[config.mk]
export PLATFORM = sky130hd
export DESIGN_NAME = axi_m3_firewall
export DESIGN_NICKNAME = d
export VERILOG_FILES = /design/src/axi_types_pkg.sv /design/src/fw_map_pkg.sv /design/src/fw_write_path.sv /design/src/fw_read_path.sv /design/src/axi_m3_firewall.sv
export SDC_FILE = /design/constraint.sdc
export NUM_CORES = 1
export LEC_CHECK = 0
export ABC_AREA = 1
export BUFFER_PORTS_ARGS = -buffer_cell sky130_fd_sc_hd__buf_4
export CAP_MARGIN = 20
export CORE_AREA = 8 8 133 135
export CTS_CLUSTER_DIAMETER = 120
export CTS_CLUSTER_SIZE = 14
export DETAILED_ROUTE_END_ITERATION = 8
export DIE_AREA = 0 0 141 143
export SYNTH_ARGS = -nofsm -noshare
export SYNTH_HDL_FRONTEND = slang
export SYNTH_SLANG_ARGS = --single-unit
[constraint.sdc]
create_clock -name axi_master_3_slave_router_clk -period 2.55 [get_ports axi_master_3_slave_router_clk]
set_clock_uncertainty 0.15 [all_clocks]
set_input_delay 0.3825 -clock axi_master_3_slave_router_clk [delete_from_list [all_inputs] [get_ports axi_master_3_slave_router_clk]]
set_output_delay 0.3825 -clock axi_master_3_slave_router_clk [all_outputs]
set_load 0.02 [all_outputs]
[src/axi_types_pkg.sv]
package axi_types_pkg;

  ////////////////////////////////
  // Field widths
  ////////////////////////////////

  // Transaction ID
  typedef logic [3:0]  id_t;

  // Byte address
  typedef logic [31:0] addr_t;

  // One data beat
  typedef logic [31:0] data_t;

  // Byte lane strobes
  typedef logic [3:0]  strb_t;

  // Burst length minus one
  typedef logic [7:0]  len_t;

  // Response code
  typedef logic [1:0]  resp_t;

  localparam resp_t RESP_OKAY   = 2'b00;
  localparam resp_t RESP_DECERR = 2'b11;

  ////////////////////////////////
  // Channel payloads
  ////////////////////////////////

  // Shared by AW and AR
  typedef struct packed {
    id_t   id;
    addr_t addr;
    len_t  len;
  } aw_req_t;

  typedef struct packed {
    data_t data;
    strb_t strb;
    logic  last;
  } w_beat_t;

  typedef struct packed {
    id_t   id;
    resp_t resp;
  } b_resp_t;

  typedef struct packed {
    id_t   id;
    data_t data;
    resp_t resp;
    logic  last;
  } r_beat_t;

endpackage

[src/fw_map_pkg.sv]
package fw_map_pkg;

  ////////////////////////////////
  // Denied address windows
  ////////////////////////////////

  localparam int WINDOW_COUNT = 4;

  // 4 KB aligned bases that master 3 may not reach
  localparam axi_types_pkg::addr_t WINDOW_BASE [WINDOW_COUNT] = '{
    32'h0000_0000,
    32'h0000_4000,
    32'h0000_6000,
    32'h0000_8000
  };

  // Offset bits inside one window
  localparam axi_types_pkg::addr_t WINDOW_MASK = 32'h0000_0FFF;

  ////////////////////////////////
  // Address check
  ////////////////////////////////

  // True when the address lies in any denied window
  function automatic logic addr_denied(input axi_types_pkg::addr_t addr);
    logic hit;
    hit = 1'b0;
    for (int i = 0; i < WINDOW_COUNT; i++)
    begin
      if ((addr & ~WINDOW_MASK) == WINDOW_BASE[i])
      begin
        hit = 1'b1;
      end
    end
    return hit;
  endfunction

endpackage

[src/fw_write_path.sv]
module fw_write_path (
  input  logic                   axi_master_3_slave_router_clk,
  input  logic                   axi_master_3_slave_router_rstn,

  input  axi_types_pkg::aw_req_t s_aw,
  input  logic                   s_aw_valid,
  output logic                   s_aw_ready,
  input  axi_types_pkg::w_beat_t s_w,
  input  logic                   s_w_valid,
  output logic                   s_w_ready,
  output axi_types_pkg::b_resp_t s_b,
  output logic                   s_b_valid,
  input  logic                   s_b_ready,

  output axi_types_pkg::aw_req_t m_aw,
  output logic                   m_aw_valid,
  input  logic                   m_aw_ready,
  output axi_types_pkg::w_beat_t m_w,
  output logic                   m_w_valid,
  input  logic                   m_w_ready,
  input  axi_types_pkg::b_resp_t m_b,
  input  logic                   m_b_valid,
  output logic                   m_b_ready
);

  typedef enum logic [2:0] {
    IDLE,
    PASS_DATA,
    PASS_RESP,
    BLOCK_DATA,
    BLOCK_RESP
  } wr_state_t;

  wr_state_t           state;
  wr_state_t           state_nxt;
  logic                aw_denied;
  axi_types_pkg::id_t  blk_id;

  assign aw_denied = fw_map_pkg::addr_denied(s_aw.addr);

  // Request and data payloads go downstream untouched
  assign m_aw = s_aw;
  assign m_w  = s_w;

  ////////////////////////////////
  // Channel routing
  ////////////////////////////////

  always_comb
  begin
    state_nxt  = state;
    s_aw_ready = 1'b0;
    m_aw_valid = 1'b0;
    s_w_ready  = 1'b0;
    m_w_valid  = 1'b0;
    s_b_valid  = 1'b0;
    m_b_ready  = 1'b0;
    s_b        = m_b;
    case (state)
      IDLE:
      begin
        m_aw_valid = s_aw_valid && !aw_denied;
        s_aw_ready = s_aw_valid && (aw_denied || m_aw_ready);
        if (s_aw_valid && aw_denied)
          state_nxt = BLOCK_DATA;
        else if (s_aw_valid && m_aw_ready)
          state_nxt = PASS_DATA;
      end
      PASS_DATA:
      begin
        m_w_valid = s_w_valid;
        s_w_ready = m_w_ready;
        if (s_w_valid && m_w_ready && s_w.last)
          state_nxt = PASS_RESP;
      end
      PASS_RESP:
      begin
        s_b_valid = m_b_valid;
        m_b_ready = s_b_ready;
        if (m_b_valid && s_b_ready)
          state_nxt = IDLE;
      end
      BLOCK_DATA:
      begin
        // Absorb every beat, ends on WLAST
        s_w_ready = 1'b1;
        if (s_w_valid && s_w.last)
          state_nxt = BLOCK_RESP;
      end
      BLOCK_RESP:
      begin
        s_b_valid = 1'b1;
        s_b.id    = blk_id;
        s_b.resp  = axi_types_pkg::RESP_DECERR;
        if (s_b_ready)
          state_nxt = IDLE;
      end
      default:
      begin
        state_nxt = IDLE;
      end
    endcase
  end

  always_ff @(posedge axi_master_3_slave_router_clk or negedge axi_master_3_slave_router_rstn)
  begin
    if (!axi_master_3_slave_router_rstn)
      state <= IDLE;
    else
      state <= state_nxt;
  end

  // ID of the denied write, returned with its DECERR
  always_ff @(posedge axi_master_3_slave_router_clk)
  begin
    if (state == IDLE && s_aw_valid && aw_denied)
      blk_id <= s_aw.id;
  end

endmodule

[src/fw_read_path.sv]
module fw_read_path (
  input  logic                   axi_master_3_slave_router_clk,
  input  logic                   axi_master_3_slave_router_rstn,

  input  axi_types_pkg::aw_req_t s_ar,
  input  logic                   s_ar_valid,
  output logic                   s_ar_ready,
  output axi_types_pkg::r_beat_t s_r,
  output logic                   s_r_valid,
  input  logic                   s_r_ready,

  output axi_types_pkg::aw_req_t m_ar,
  output logic                   m_ar_valid,
  input  logic                   m_ar_ready,
  input  axi_types_pkg::r_beat_t m_r,
  input  logic                   m_r_valid,
  output logic                   m_r_ready
);

  typedef enum logic [1:0] {
    IDLE,
    PASS_DATA,
    BLOCK_DATA
  } rd_state_t;

  rd_state_t            state;
  rd_state_t            state_nxt;
  logic                 ar_denied;
  logic                 blk_last;
  axi_types_pkg::id_t   blk_id;
  axi_types_pkg::len_t  blk_len;
  axi_types_pkg::len_t  beat_cnt;

  assign ar_denied = fw_map_pkg::addr_denied(s_ar.addr);
  assign m_ar      = s_ar;

  // Final local beat once the count reaches ARLEN
  assign blk_last  = (beat_cnt == blk_len);

  ////////////////////////////////
  // Channel routing
  ////////////////////////////////

  always_comb
  begin
    state_nxt  = state;
    s_ar_ready = 1'b0;
    m_ar_valid = 1'b0;
    s_r_valid  = 1'b0;
    m_r_ready  = 1'b0;
    s_r        = m_r;
    case (state)
      IDLE:
      begin
        m_ar_valid = s_ar_valid && !ar_denied;
        s_ar_ready = s_ar_valid && (ar_denied || m_ar_ready);
        if (s_ar_valid && ar_denied)
          state_nxt = BLOCK_DATA;
        else if (s_ar_valid && m_ar_ready)
          state_nxt = PASS_DATA;
      end
      PASS_DATA:
      begin
        s_r_valid = m_r_valid;
        m_r_ready = s_r_ready;
        if (m_r_valid && s_r_ready && m_r.last)
          state_nxt = IDLE;
      end
      BLOCK_DATA:
      begin
        // Zero data with DECERR on every beat
        s_r_valid = 1'b1;
        s_r.id    = blk_id;
        s_r.data  = '0;
        s_r.resp  = axi_types_pkg::RESP_DECERR;
        s_r.last  = blk_last;
        if (s_r_ready && blk_last)
          state_nxt = IDLE;
      end
      default:
      begin
        state_nxt = IDLE;
      end
    endcase
  end

  ////////////////////////////////
  // State and beat counter
  ////////////////////////////////

  always_ff @(posedge axi_master_3_slave_router_clk or negedge axi_master_3_slave_router_rstn)
  begin
    if (!axi_master_3_slave_router_rstn)
    begin
      state    <= IDLE;
      beat_cnt <= '0;
    end
    else
    begin
      state <= state_nxt;
      if (state == IDLE)
        beat_cnt <= '0;
      else if (state == BLOCK_DATA && s_r_ready && !blk_last)
        beat_cnt <= beat_cnt + 8'd1;
    end
  end

  // Request fields kept for the local burst
  always_ff @(posedge axi_master_3_slave_router_clk)
  begin
    if (state == IDLE && s_ar_valid && ar_denied)
    begin
      blk_id  <= s_ar.id;
      blk_len <= s_ar.len;
    end
  end

endmodule

[src/axi_m3_firewall.sv]
module axi_m3_firewall (
  input  logic                   axi_master_3_slave_router_clk,
  input  logic                   axi_master_3_slave_router_rstn,

  // Toward master 3
  input  axi_types_pkg::aw_req_t s_aw,
  input  logic                   s_aw_valid,
  output logic                   s_aw_ready,
  input  axi_types_pkg::w_beat_t s_w,
  input  logic                   s_w_valid,
  output logic                   s_w_ready,
  output axi_types_pkg::b_resp_t s_b,
  output logic                   s_b_valid,
  input  logic                   s_b_ready,
  input  axi_types_pkg::aw_req_t s_ar,
  input  logic                   s_ar_valid,
  output logic                   s_ar_ready,
  output axi_types_pkg::r_beat_t s_r,
  output logic                   s_r_valid,
  input  logic                   s_r_ready,

  // Toward the interconnect
  output axi_types_pkg::aw_req_t m_aw,
  output logic                   m_aw_valid,
  input  logic                   m_aw_ready,
  output axi_types_pkg::w_beat_t m_w,
  output logic                   m_w_valid,
  input  logic                   m_w_ready,
  input  axi_types_pkg::b_resp_t m_b,
  input  logic                   m_b_valid,
  output logic                   m_b_ready,
  output axi_types_pkg::aw_req_t m_ar,
  output logic                   m_ar_valid,
  input  logic                   m_ar_ready,
  input  axi_types_pkg::r_beat_t m_r,
  input  logic                   m_r_valid,
  output logic                   m_r_ready
);

  fw_write_path u_write_path (
    .axi_master_3_slave_router_clk  (axi_master_3_slave_router_clk),
    .axi_master_3_slave_router_rstn (axi_master_3_slave_router_rstn),
    .s_aw (s_aw), .s_aw_valid (s_aw_valid), .s_aw_ready (s_aw_ready),
    .s_w  (s_w),  .s_w_valid  (s_w_valid),  .s_w_ready  (s_w_ready),
    .s_b  (s_b),  .s_b_valid  (s_b_valid),  .s_b_ready  (s_b_ready),
    .m_aw (m_aw), .m_aw_valid (m_aw_valid), .m_aw_ready (m_aw_ready),
    .m_w  (m_w),  .m_w_valid  (m_w_valid),  .m_w_ready  (m_w_ready),
    .m_b  (m_b),  .m_b_valid  (m_b_valid),  .m_b_ready  (m_b_ready)
  );

  fw_read_path u_read_path (
    .axi_master_3_slave_router_clk  (axi_master_3_slave_router_clk),
    .axi_master_3_slave_router_rstn (axi_master_3_slave_router_rstn),
    .s_ar (s_ar), .s_ar_valid (s_ar_valid), .s_ar_ready (s_ar_ready),
    .s_r  (s_r),  .s_r_valid  (s_r_valid),  .s_r_ready  (s_r_ready),
    .m_ar (m_ar), .m_ar_valid (m_ar_valid), .m_ar_ready (m_ar_ready),
    .m_r  (m_r),  .m_r_valid  (m_r_valid),  .m_r_ready  (m_r_ready)
  );

endmodule

==> metrics.txt, run 1 <==
# TYPE chip_impl_metric gauge
chip_impl_info{name="synth_most_common_cell",value="sky130_fd_sc_hd__buf_4"} 1
chip_impl_info{name="run_status",value="completed"} 1
chip_impl_metric{name="clock_path_buffers",unit=""} 2
chip_impl_info{name="synth-main-ff-cell",value="sky130_fd_sc_hd__edfxtp_1"} 1
chip_impl_metric{name="postSynthAreaPerCell",unit="um2"} 6.82
chip_impl_metric{name="fillers",unit=""} 1736
chip_impl_metric{name="drt-initial-drc-count",unit=""} 55
chip_impl_metric{name="slew_viol_final",unit=""} 0
chip_impl_metric{name="grt_start_max_net_pins",unit=""} 40
chip_impl_metric{name="final_layout_size_suffix_gt1_share",unit="%"} 44.2
chip_impl_metric{name="setup_tns_after_final_layout",unit="ns"} 0
chip_impl_metric{name="die_height",unit="um"} 143
chip_impl_metric{name="cts_sinks",unit=""} 29
chip_impl_metric{name="fin_crit_sh",unit="%"} 87.2
chip_impl_metric{name="finalWorstPathRequiredPeriod",unit="ns"} 2.22
chip_impl_metric{name="tritoncts.num_buffers",unit=""} 5
chip_impl_info{name="tritoncts",value="done"} 1
chip_impl_info{name="yosys-top-cells-area",value="sky130_fd_sc_hd__buf_4 31%, sky130_fd_sc_hd__edfxtp_1 16%, sky130_fd_sc_hd__nand2_1 11%, sky130_fd_sc_hd__dfrtp_1 11%, sky130_fd_sc_hd__inv_1 8.1%"} 1
chip_impl_metric{name="synth-async-reset-ratio",unit="%"} 44.8
chip_impl_metric{name="post_synth_instance_area",unit="um2"} 3070
chip_impl_info{name="grt_setup_unrepaired",value="false"} 1
chip_impl_metric{name="remaining_drc_errors",unit=""} 0
chip_impl_metric{name="number_of_hold_violations_in_the_final_report",unit=""} 0
chip_impl_metric{name="fmax",unit="MHz"} 450
chip_impl_metric{name="power_density",unit="nW/um2"} 521
chip_impl_metric{name="critPathArrivalTime",unit="ns"} 1.69
chip_impl_metric{name="grtUsageTotal",unit="%"} 10.1
chip_impl_metric{name="yosys.area.top_type_share",unit="%"} 30.6
chip_impl_metric{name="port_buf_inserts",unit=""} 225
chip_impl_metric{name="htree_levels",unit=""} 2
chip_impl_metric{name="finalWeightedCongestion",unit=""} 0.759
chip_impl_metric{name="drt-wirelength-per-cell",unit="um"} 14.5
chip_impl_metric{name="drv.max_cap_violation_count",unit=""} 0
chip_impl_metric{name="area_of_the_multi_input_gates",unit="um2"} 1040
chip_impl_info{name="startpoint_type",value="flip-flop"} 1
chip_impl_metric{name="areaGrowthSynthToFinish",unit="%"} 38.7
chip_impl_metric{name="postCtsSetupRepairBufs",unit=""} 0
chip_impl_metric{name="die_width",unit="um"} 141
chip_impl_metric{name="least_margin_pin_slew",unit="ns"} 0.262
chip_impl_metric{name="nets",unit=""} 742
chip_impl_metric{name="antenna-diode-count",unit=""} 0
chip_impl_metric{name="ys_seq_area_share",unit="%"} 26.3
chip_impl_info{name="critical_path_class",value="flip-flop to output pin"} 1
chip_impl_metric{name="floorplan.rows",unit=""} 46
chip_impl_metric{name="overflow",unit=""} 0
chip_impl_metric{name="vias_per_cell",unit=""} 3.61
chip_impl_info{name="holdCritPathClass",value="input port to flip-flop"} 1
chip_impl_metric{name="relSlewSlack",unit="%"} 82.3
chip_impl_info{name="ctsRootBufferMaster",value="sky130_fd_sc_hd__clkbuf_16"} 1
chip_impl_info{name="critical_path.endpoint_type",value="output pin"} 1
chip_impl_metric{name="synth_cells",unit=""} 450
chip_impl_metric{name="p_leak",unit="nW"} 2.38
chip_impl_metric{name="synth_enable_flop_cells",unit=""} 16
chip_impl_metric{name="core_area",unit="um2"} 15600
chip_impl_metric{name="synth-seq-cells",unit=""} 29
chip_impl_metric{name="ant_nets",unit=""} 0
chip_impl_info{name="yosysTopAreaCell",value="sky130_fd_sc_hd__buf_4"} 1
chip_impl_metric{name="area.sequential",unit="um2"} 806
chip_impl_metric{name="vias",unit=""} 2791
chip_impl_metric{name="die_area",unit="um2"} 20200
chip_impl_metric{name="max-vdd-ir-drop",unit="uV"} 349
chip_impl_metric{name="io-pin-count",unit=""} 362
chip_impl_metric{name="clk_pin_slew_worst_paths",unit="ns"} 0.05
chip_impl_metric{name="yosysUniqueCellTypes",unit=""} 32
chip_impl_metric{name="crit_required",unit="ns"} 2.02
chip_impl_metric{name="grt_pass1_vias",unit=""} 2822
chip_impl_metric{name="grt_pass1_wl",unit="um"} 15900
chip_impl_info{name="ys_top_cells_by_count",value="125 x sky130_fd_sc_hd__buf_4, 93 x sky130_fd_sc_hd__nand2_1, 66 x sky130_fd_sc_hd__inv_1"} 1
chip_impl_metric{name="layout.core_utilization",unit="%"} 27.3
chip_impl_metric{name="dr.pass1.iters",unit=""} 4
chip_impl_metric{name="clock_latency",unit="ns"} 0.27
chip_impl_metric{name="critPathMaxFanout",unit=""} 39
chip_impl_metric{name="synth.net_count",unit=""} 636
chip_impl_metric{name="hpwl",unit="um"} 9940
chip_impl_metric{name="initial_utilization",unit="%"} 19.7
chip_impl_metric{name="ys.warnings.count",unit=""} 0
chip_impl_metric{name="routed_wl",unit="um"} 11200
chip_impl_metric{name="number_of_antenna_violations_at_the_first_check_in_global_routing",unit=""} 0
chip_impl_metric{name="count_of_final_setup_violators",unit=""} 0
[power by group]
group	total, mW	internal (mW)	switching [mW]
sequential	0.585	0.537	0.0476
clock	0.579	0.388	0.191
combinational	1.06	0.457	0.599
total	2.22	1.38	0.837
[worst max-delay path: stages (launching register included)]
cell                      delay, ns
sky130_fd_sc_hd__dfrtp_1       0.37
sky130_fd_sc_hd__inv_1         0.07
sky130_fd_sc_hd__ha_1          0.28
sky130_fd_sc_hd__buf_12        0.20
sky130_fd_sc_hd__or2_2         0.31
sky130_fd_sc_hd__buf_4         0.17
[logic make-up after synthesis]
kind of cell | synth area share [%]
and+or+nand+nor | 27.2
buffers and inverters | 39.7
DFF | 26.3
AOI/OAI and AO/OA | 2.61
xor gates and xnor gates | 2.57
adders and majority gates | 1.63
[metal layers]
metal,vias to the layer above,GRT usage (%),share of wire [%]
met5,-,0,0
met4,0,4.58,3.5
met3,38,4.51,10
met2,141,18.1,51
met1,1172,9.82,35
li1,1440,-,-
[state kept, by name, indices dropped and copies added, names as in the netlist]
name / cells
u_write_path.blk_id: 4
u_write_path.state: 3
u_read_path.blk_len: 8
u_read_path.state: 2
u_read_path.blk_id: 4
u_read_path.beat_cnt: 8
[path summary, 6_finish.rpt]
path	slack [ns]	to	cells after the start	start
max reg2reg	0.80	u_read_path.blk_len[1]	6	u_read_path.state[0]
min	0.14	u_read_path.blk_len[5]	1	s_ar[5]
max	0.33	s_r[2]	5	u_read_path.state[0]
max in group asynchronous	1.72	u_read_path.beat_cnt[0]	2	axi_master_3_slave_router_rstn
min reg2reg	0.37	u_read_path.state[1]	2	u_read_path.state[1]
min in group asynchronous	0.36	u_read_path.beat_cnt[4]	2	axi_master_3_slave_router_rstn
[cells in the final DEF (no fill, tap or decap), types with 2 or more instances in the layout]
master	count
sky130_fd_sc_hd__nand3_1	23
sky130_fd_sc_hd__o21a_1	2
sky130_fd_sc_hd__xnor2_1	3
sky130_fd_sc_hd__o21ai_1	2
sky130_fd_sc_hd__ha_1	4
sky130_fd_sc_hd__xor2_1	6
sky130_fd_sc_hd__nand3b_1	2
sky130_fd_sc_hd__buf_4	228
sky130_fd_sc_hd__a21oi_1	4
sky130_fd_sc_hd__nor2_1	64
sky130_fd_sc_hd__nand2_4	2
sky130_fd_sc_hd__inv_1	66
sky130_fd_sc_hd__clkbuf_16	5
sky130_fd_sc_hd__or2_2	4
sky130_fd_sc_hd__nand2_1	93
sky130_fd_sc_hd__edfxtp_1	16
sky130_fd_sc_hd__nand4_1	3
sky130_fd_sc_hd__clkbuf_1	2
sky130_fd_sc_hd__dfrtp_1	13
[layout make-up]
| type | instances | share of cell area (%) |
|---|---|---|
| clock buffer | 8 | 3.44 |
| inverter | 66 | 5.82 |
| multi-input combinational | 224 | 24.5 |
| sequential | 29 | 18.9 |
| tap | 216 | 6.35 |
| timing repair buffer | 230 | 40.9 |
[timing repair]
| item | in CTS | in global routing |
|---|---|---|
| gates resized for setup | 0 | 0 |
| hold endpoints to repair | 13 | 0 |
| hold buffers | 1 | 0 |
[per-stage QoR]
step	power, mW	area (um2)	worst slack, ns	instances	hold slack, ns
after floorplan	1.39	3070	0.585	450	-0.0631
after global placement	1.67	4100	0.526	764	0.0930
after detailed placement	1.67	4100	0.498	764	0.0990
after CTS	2.27	4260	0.306	773	0.135
after global routing	2.38	4260	0.192	773	0.136
final	2.22	4260	0.327	773	0.145
(Power assumes the default switching activity.)
==> inputs of run 2 (changes only) <==
--- a/config.mk
+++ b/config.mk
@@ -13,6 +13,7 @@
 export CTS_CLUSTER_SIZE = 14
 export DETAILED_ROUTE_END_ITERATION = 8
 export DIE_AREA = 0 0 141 143
+export SETUP_SLACK_MARGIN = 0.4
 export SYNTH_ARGS = -nofsm -noshare
 export SYNTH_HDL_FRONTEND = slang
 export SYNTH_SLANG_ARGS = --single-unit
==> run 2 against run 1 <==
Against the previous run: maximum frequency increased by 7.1%; total power rose by 3.6%; global-route usage about the same; via count rose by 2.0%; worst hold slack gained 0.0020 ns; combinational power grew 8%; sequential power hardly changed; register-to-register slack got worse by 0.03 ns; worst setup slack gained 0.15 ns; utilization rose by 0.78 points; final cell count is 1.0% higher; non-clock buffer count increased by 8; critical path type unchanged; largest power group unchanged.
==> metrics.txt, run 2 (synthesized netlist as in run 1, its figures left out) <==
# TYPE chip_impl_metric gauge
chip_impl_info{name="critical_path.cell_chain",value="ha_4 > buf_12 > or2_2 > buf_4"} 1
chip_impl_metric{name="critical-path-max-stage-delay",unit="ns"} 0.41
chip_impl_metric{name="timing.hold.worst_path_depth",unit=""} 1
chip_impl_metric{name="slew_viol_final",unit=""} 0
chip_impl_metric{name="antenna-diode-count",unit=""} 0
chip_impl_metric{name="nets",unit=""} 750
chip_impl_metric{name="dr.pass1.iters",unit=""} 4
chip_impl_metric{name="grt_pass1_vias",unit=""} 2832
chip_impl_metric{name="ant_nets",unit=""} 0
chip_impl_metric{name="drt-wirelength-per-cell",unit="um"} 14.5
chip_impl_info{name="holdCritPathClass",value="input port to flip-flop"} 1
chip_impl_metric{name="clk_pin_slew_worst_paths",unit="ns"} 0.05
chip_impl_metric{name="initial_utilization",unit="%"} 19.7
chip_impl_info{name="largestRegisters",value="u_read_path.beat_cnt: 8 flops, u_read_path.blk_len: 8 flops"} 1
chip_impl_metric{name="least_margin_pin_slew",unit="ns"} 0.259
chip_impl_metric{name="grtUsageTotal",unit="%"} 10.1
chip_impl_metric{name="io-pin-count",unit=""} 362
chip_impl_metric{name="critPathMaxFanout",unit=""} 39
chip_impl_info{name="mostFrequentLayoutCell",value="sky130_fd_sc_hd__buf_4"} 1
chip_impl_metric{name="port_buf_inserts",unit=""} 225
chip_impl_info{name="grt_setup_unrepaired",value="false"} 1
chip_impl_metric{name="grt_start_max_net_pins",unit=""} 40
chip_impl_metric{name="hpwl",unit="um"} 9940
chip_impl_metric{name="relSlewSlack",unit="%"} 82.5
chip_impl_metric{name="setup_tns_after_final_layout",unit="ns"} 0
chip_impl_metric{name="remaining_drc_errors",unit=""} 0
chip_impl_metric{name="critPathArrivalTime",unit="ns"} 1.54
chip_impl_info{name="layout_common_cells",value="233 x sky130_fd_sc_hd__buf_4, 90 x sky130_fd_sc_hd__nand2_1, 64 x sky130_fd_sc_hd__inv_1"} 1
chip_impl_info{name="run_status",value="completed"} 1
chip_impl_info{name="critical_path.endpoint_type",value="output pin"} 1
chip_impl_metric{name="fin_cells",unit=""} 781
chip_impl_metric{name="clock_latency",unit="ns"} 0.27
chip_impl_metric{name="core_area",unit="um2"} 15600
chip_impl_metric{name="areaGrowthSynthToFinish",unit="%"} 42.6
chip_impl_metric{name="finalWorstPathRequiredPeriod",unit="ns"} 2.08
chip_impl_metric{name="count_of_final_setup_violators",unit=""} 0
chip_impl_metric{name="p_leak",unit="nW"} 2.42
chip_impl_metric{name="overflow",unit=""} 0
chip_impl_metric{name="floorplan.rows",unit=""} 46
chip_impl_metric{name="place.detailed.instances",unit=""} 764
chip_impl_info{name="cp_slowest_cell",value="sky130_fd_sc_hd__dfrtp_1"} 1
chip_impl_metric{name="max-vdd-ir-drop",unit="uV"} 347
chip_impl_info{name="startpoint_type",value="flip-flop"} 1
chip_impl_metric{name="worstRegToRegCells",unit=""} 6
chip_impl_metric{name="vias",unit=""} 2847
chip_impl_info{name="tritoncts",value="done"} 1
chip_impl_metric{name="fin_crit_sh",unit="%"} 81.4
chip_impl_metric{name="fmax",unit="MHz"} 482
chip_impl_metric{name="routed_wl",unit="um"} 11400
chip_impl_metric{name="cts_sinks",unit=""} 29
chip_impl_info{name="critical_path_class",value="flip-flop to output pin"} 1
chip_impl_info{name="ctsRootBufferMaster",value="sky130_fd_sc_hd__clkbuf_16"} 1
chip_impl_metric{name="final_layout_size_suffix_gt1_share",unit="%"} 48.0
chip_impl_metric{name="tritoncts.num_buffers",unit=""} 5
chip_impl_metric{name="drt-initial-drc-count",unit=""} 65
chip_impl_metric{name="drv.max_cap_violation_count",unit=""} 0
chip_impl_metric{name="clock_path_buffers",unit=""} 2
chip_impl_metric{name="number_of_antenna_violations_at_the_first_check_in_global_routing",unit=""} 0
chip_impl_metric{name="htree_levels",unit=""} 2
chip_impl_metric{name="power_density",unit="nW/um2"} 525
chip_impl_metric{name="vias_per_cell",unit=""} 3.65
chip_impl_metric{name="finalWeightedCongestion",unit=""} 0.759
chip_impl_metric{name="crit_required",unit="ns"} 2.02
chip_impl_metric{name="die_area",unit="um2"} 20200
chip_impl_metric{name="number_of_hold_violations_in_the_final_report",unit=""} 0
chip_impl_metric{name="die_height",unit="um"} 143
chip_impl_metric{name="grt_pass1_wl",unit="um"} 15900
chip_impl_metric{name="die_width",unit="um"} 141
## run 2: changes by cell type in the layout (fill, tap and decap cells not counted), sizes merged
cell,delta
buf,+8
## run 2: through the flow
step	instance area, um2	hold slack, ns	total power, mW	utilization (%)	setup WS [ns]
CTS	4270	0.135	2.28	27.4	0.416
detailed placement	4100	0.0990	1.67	26.3	0.498
global placement	4100	0.0930	1.67	26.3	0.526
floorplan	3070	-0.0631	1.39	-	0.585
global route	4380	0.136	2.46	28.1	0.391
finish	4380	0.147	2.30	28.1	0.474
## run 2: cell type report
type	instances	area, um2
tap	216	270
multi-input combinational	224	1090
inverter	66	248
clock buffer	8	146
sequential	29	813
timing repair buffer	238	1810
fill	1722	11200
## run 2: path summary, 6_finish.rpt
kind / start / endpoint / slack [ns]
worst max-delay path: u_read_path.state[1] / s_r[2] / 0.47
worst min-delay path: s_ar[5] / u_read_path.blk_len[5] / 0.15
worst max register to register: u_read_path.state[1] / u_read_path.blk_len[1] / 0.77
worst min register to register: u_write_path.state[1] / u_write_path.state[1] / 0.40
max in group asynchronous: axi_master_3_slave_router_rstn / u_read_path.beat_cnt[0] / 1.70
min in group asynchronous: axi_master_3_slave_router_rstn / u_read_path.beat_cnt[4] / 0.36
## run 2: critical path, delay by kind of cell (launching register included)
family / cells / cell delay (ns)
DFF: 1 / 0.41
buffers and inverters: 2 / 0.34
adders and majority gates: 1 / 0.20
and+or+nand+nor: 1 / 0.31
## run 2: layer usage
layer  vias up  part of all wire, %  global-route usage (%)
met3        36                   10                    4.51
met2       139                   52                    18.2
met4         0                  3.3                    4.58
met5         -                    0                       0
met1      1213                   34                    9.82
li1       1459                    -                       -
## run 2: timing repair
item / 4_1_cts / 5_1_grt
gates cloned: 0 / 0
hold buffers: 1 / 0
hold endpoints to repair: 13 / 0
setup buffers: 1 / 7
endpoints found under the setup margin: 4 / 9
resized for setup: 4 / 17
pin swaps: 0 / 7
## run 2: power breakdown
group	switching, mW	internal [mW]
Clock	0.187	0.388
Sequential	0.0466	0.541
Combinational	0.626	0.511
Total	0.859	1.44
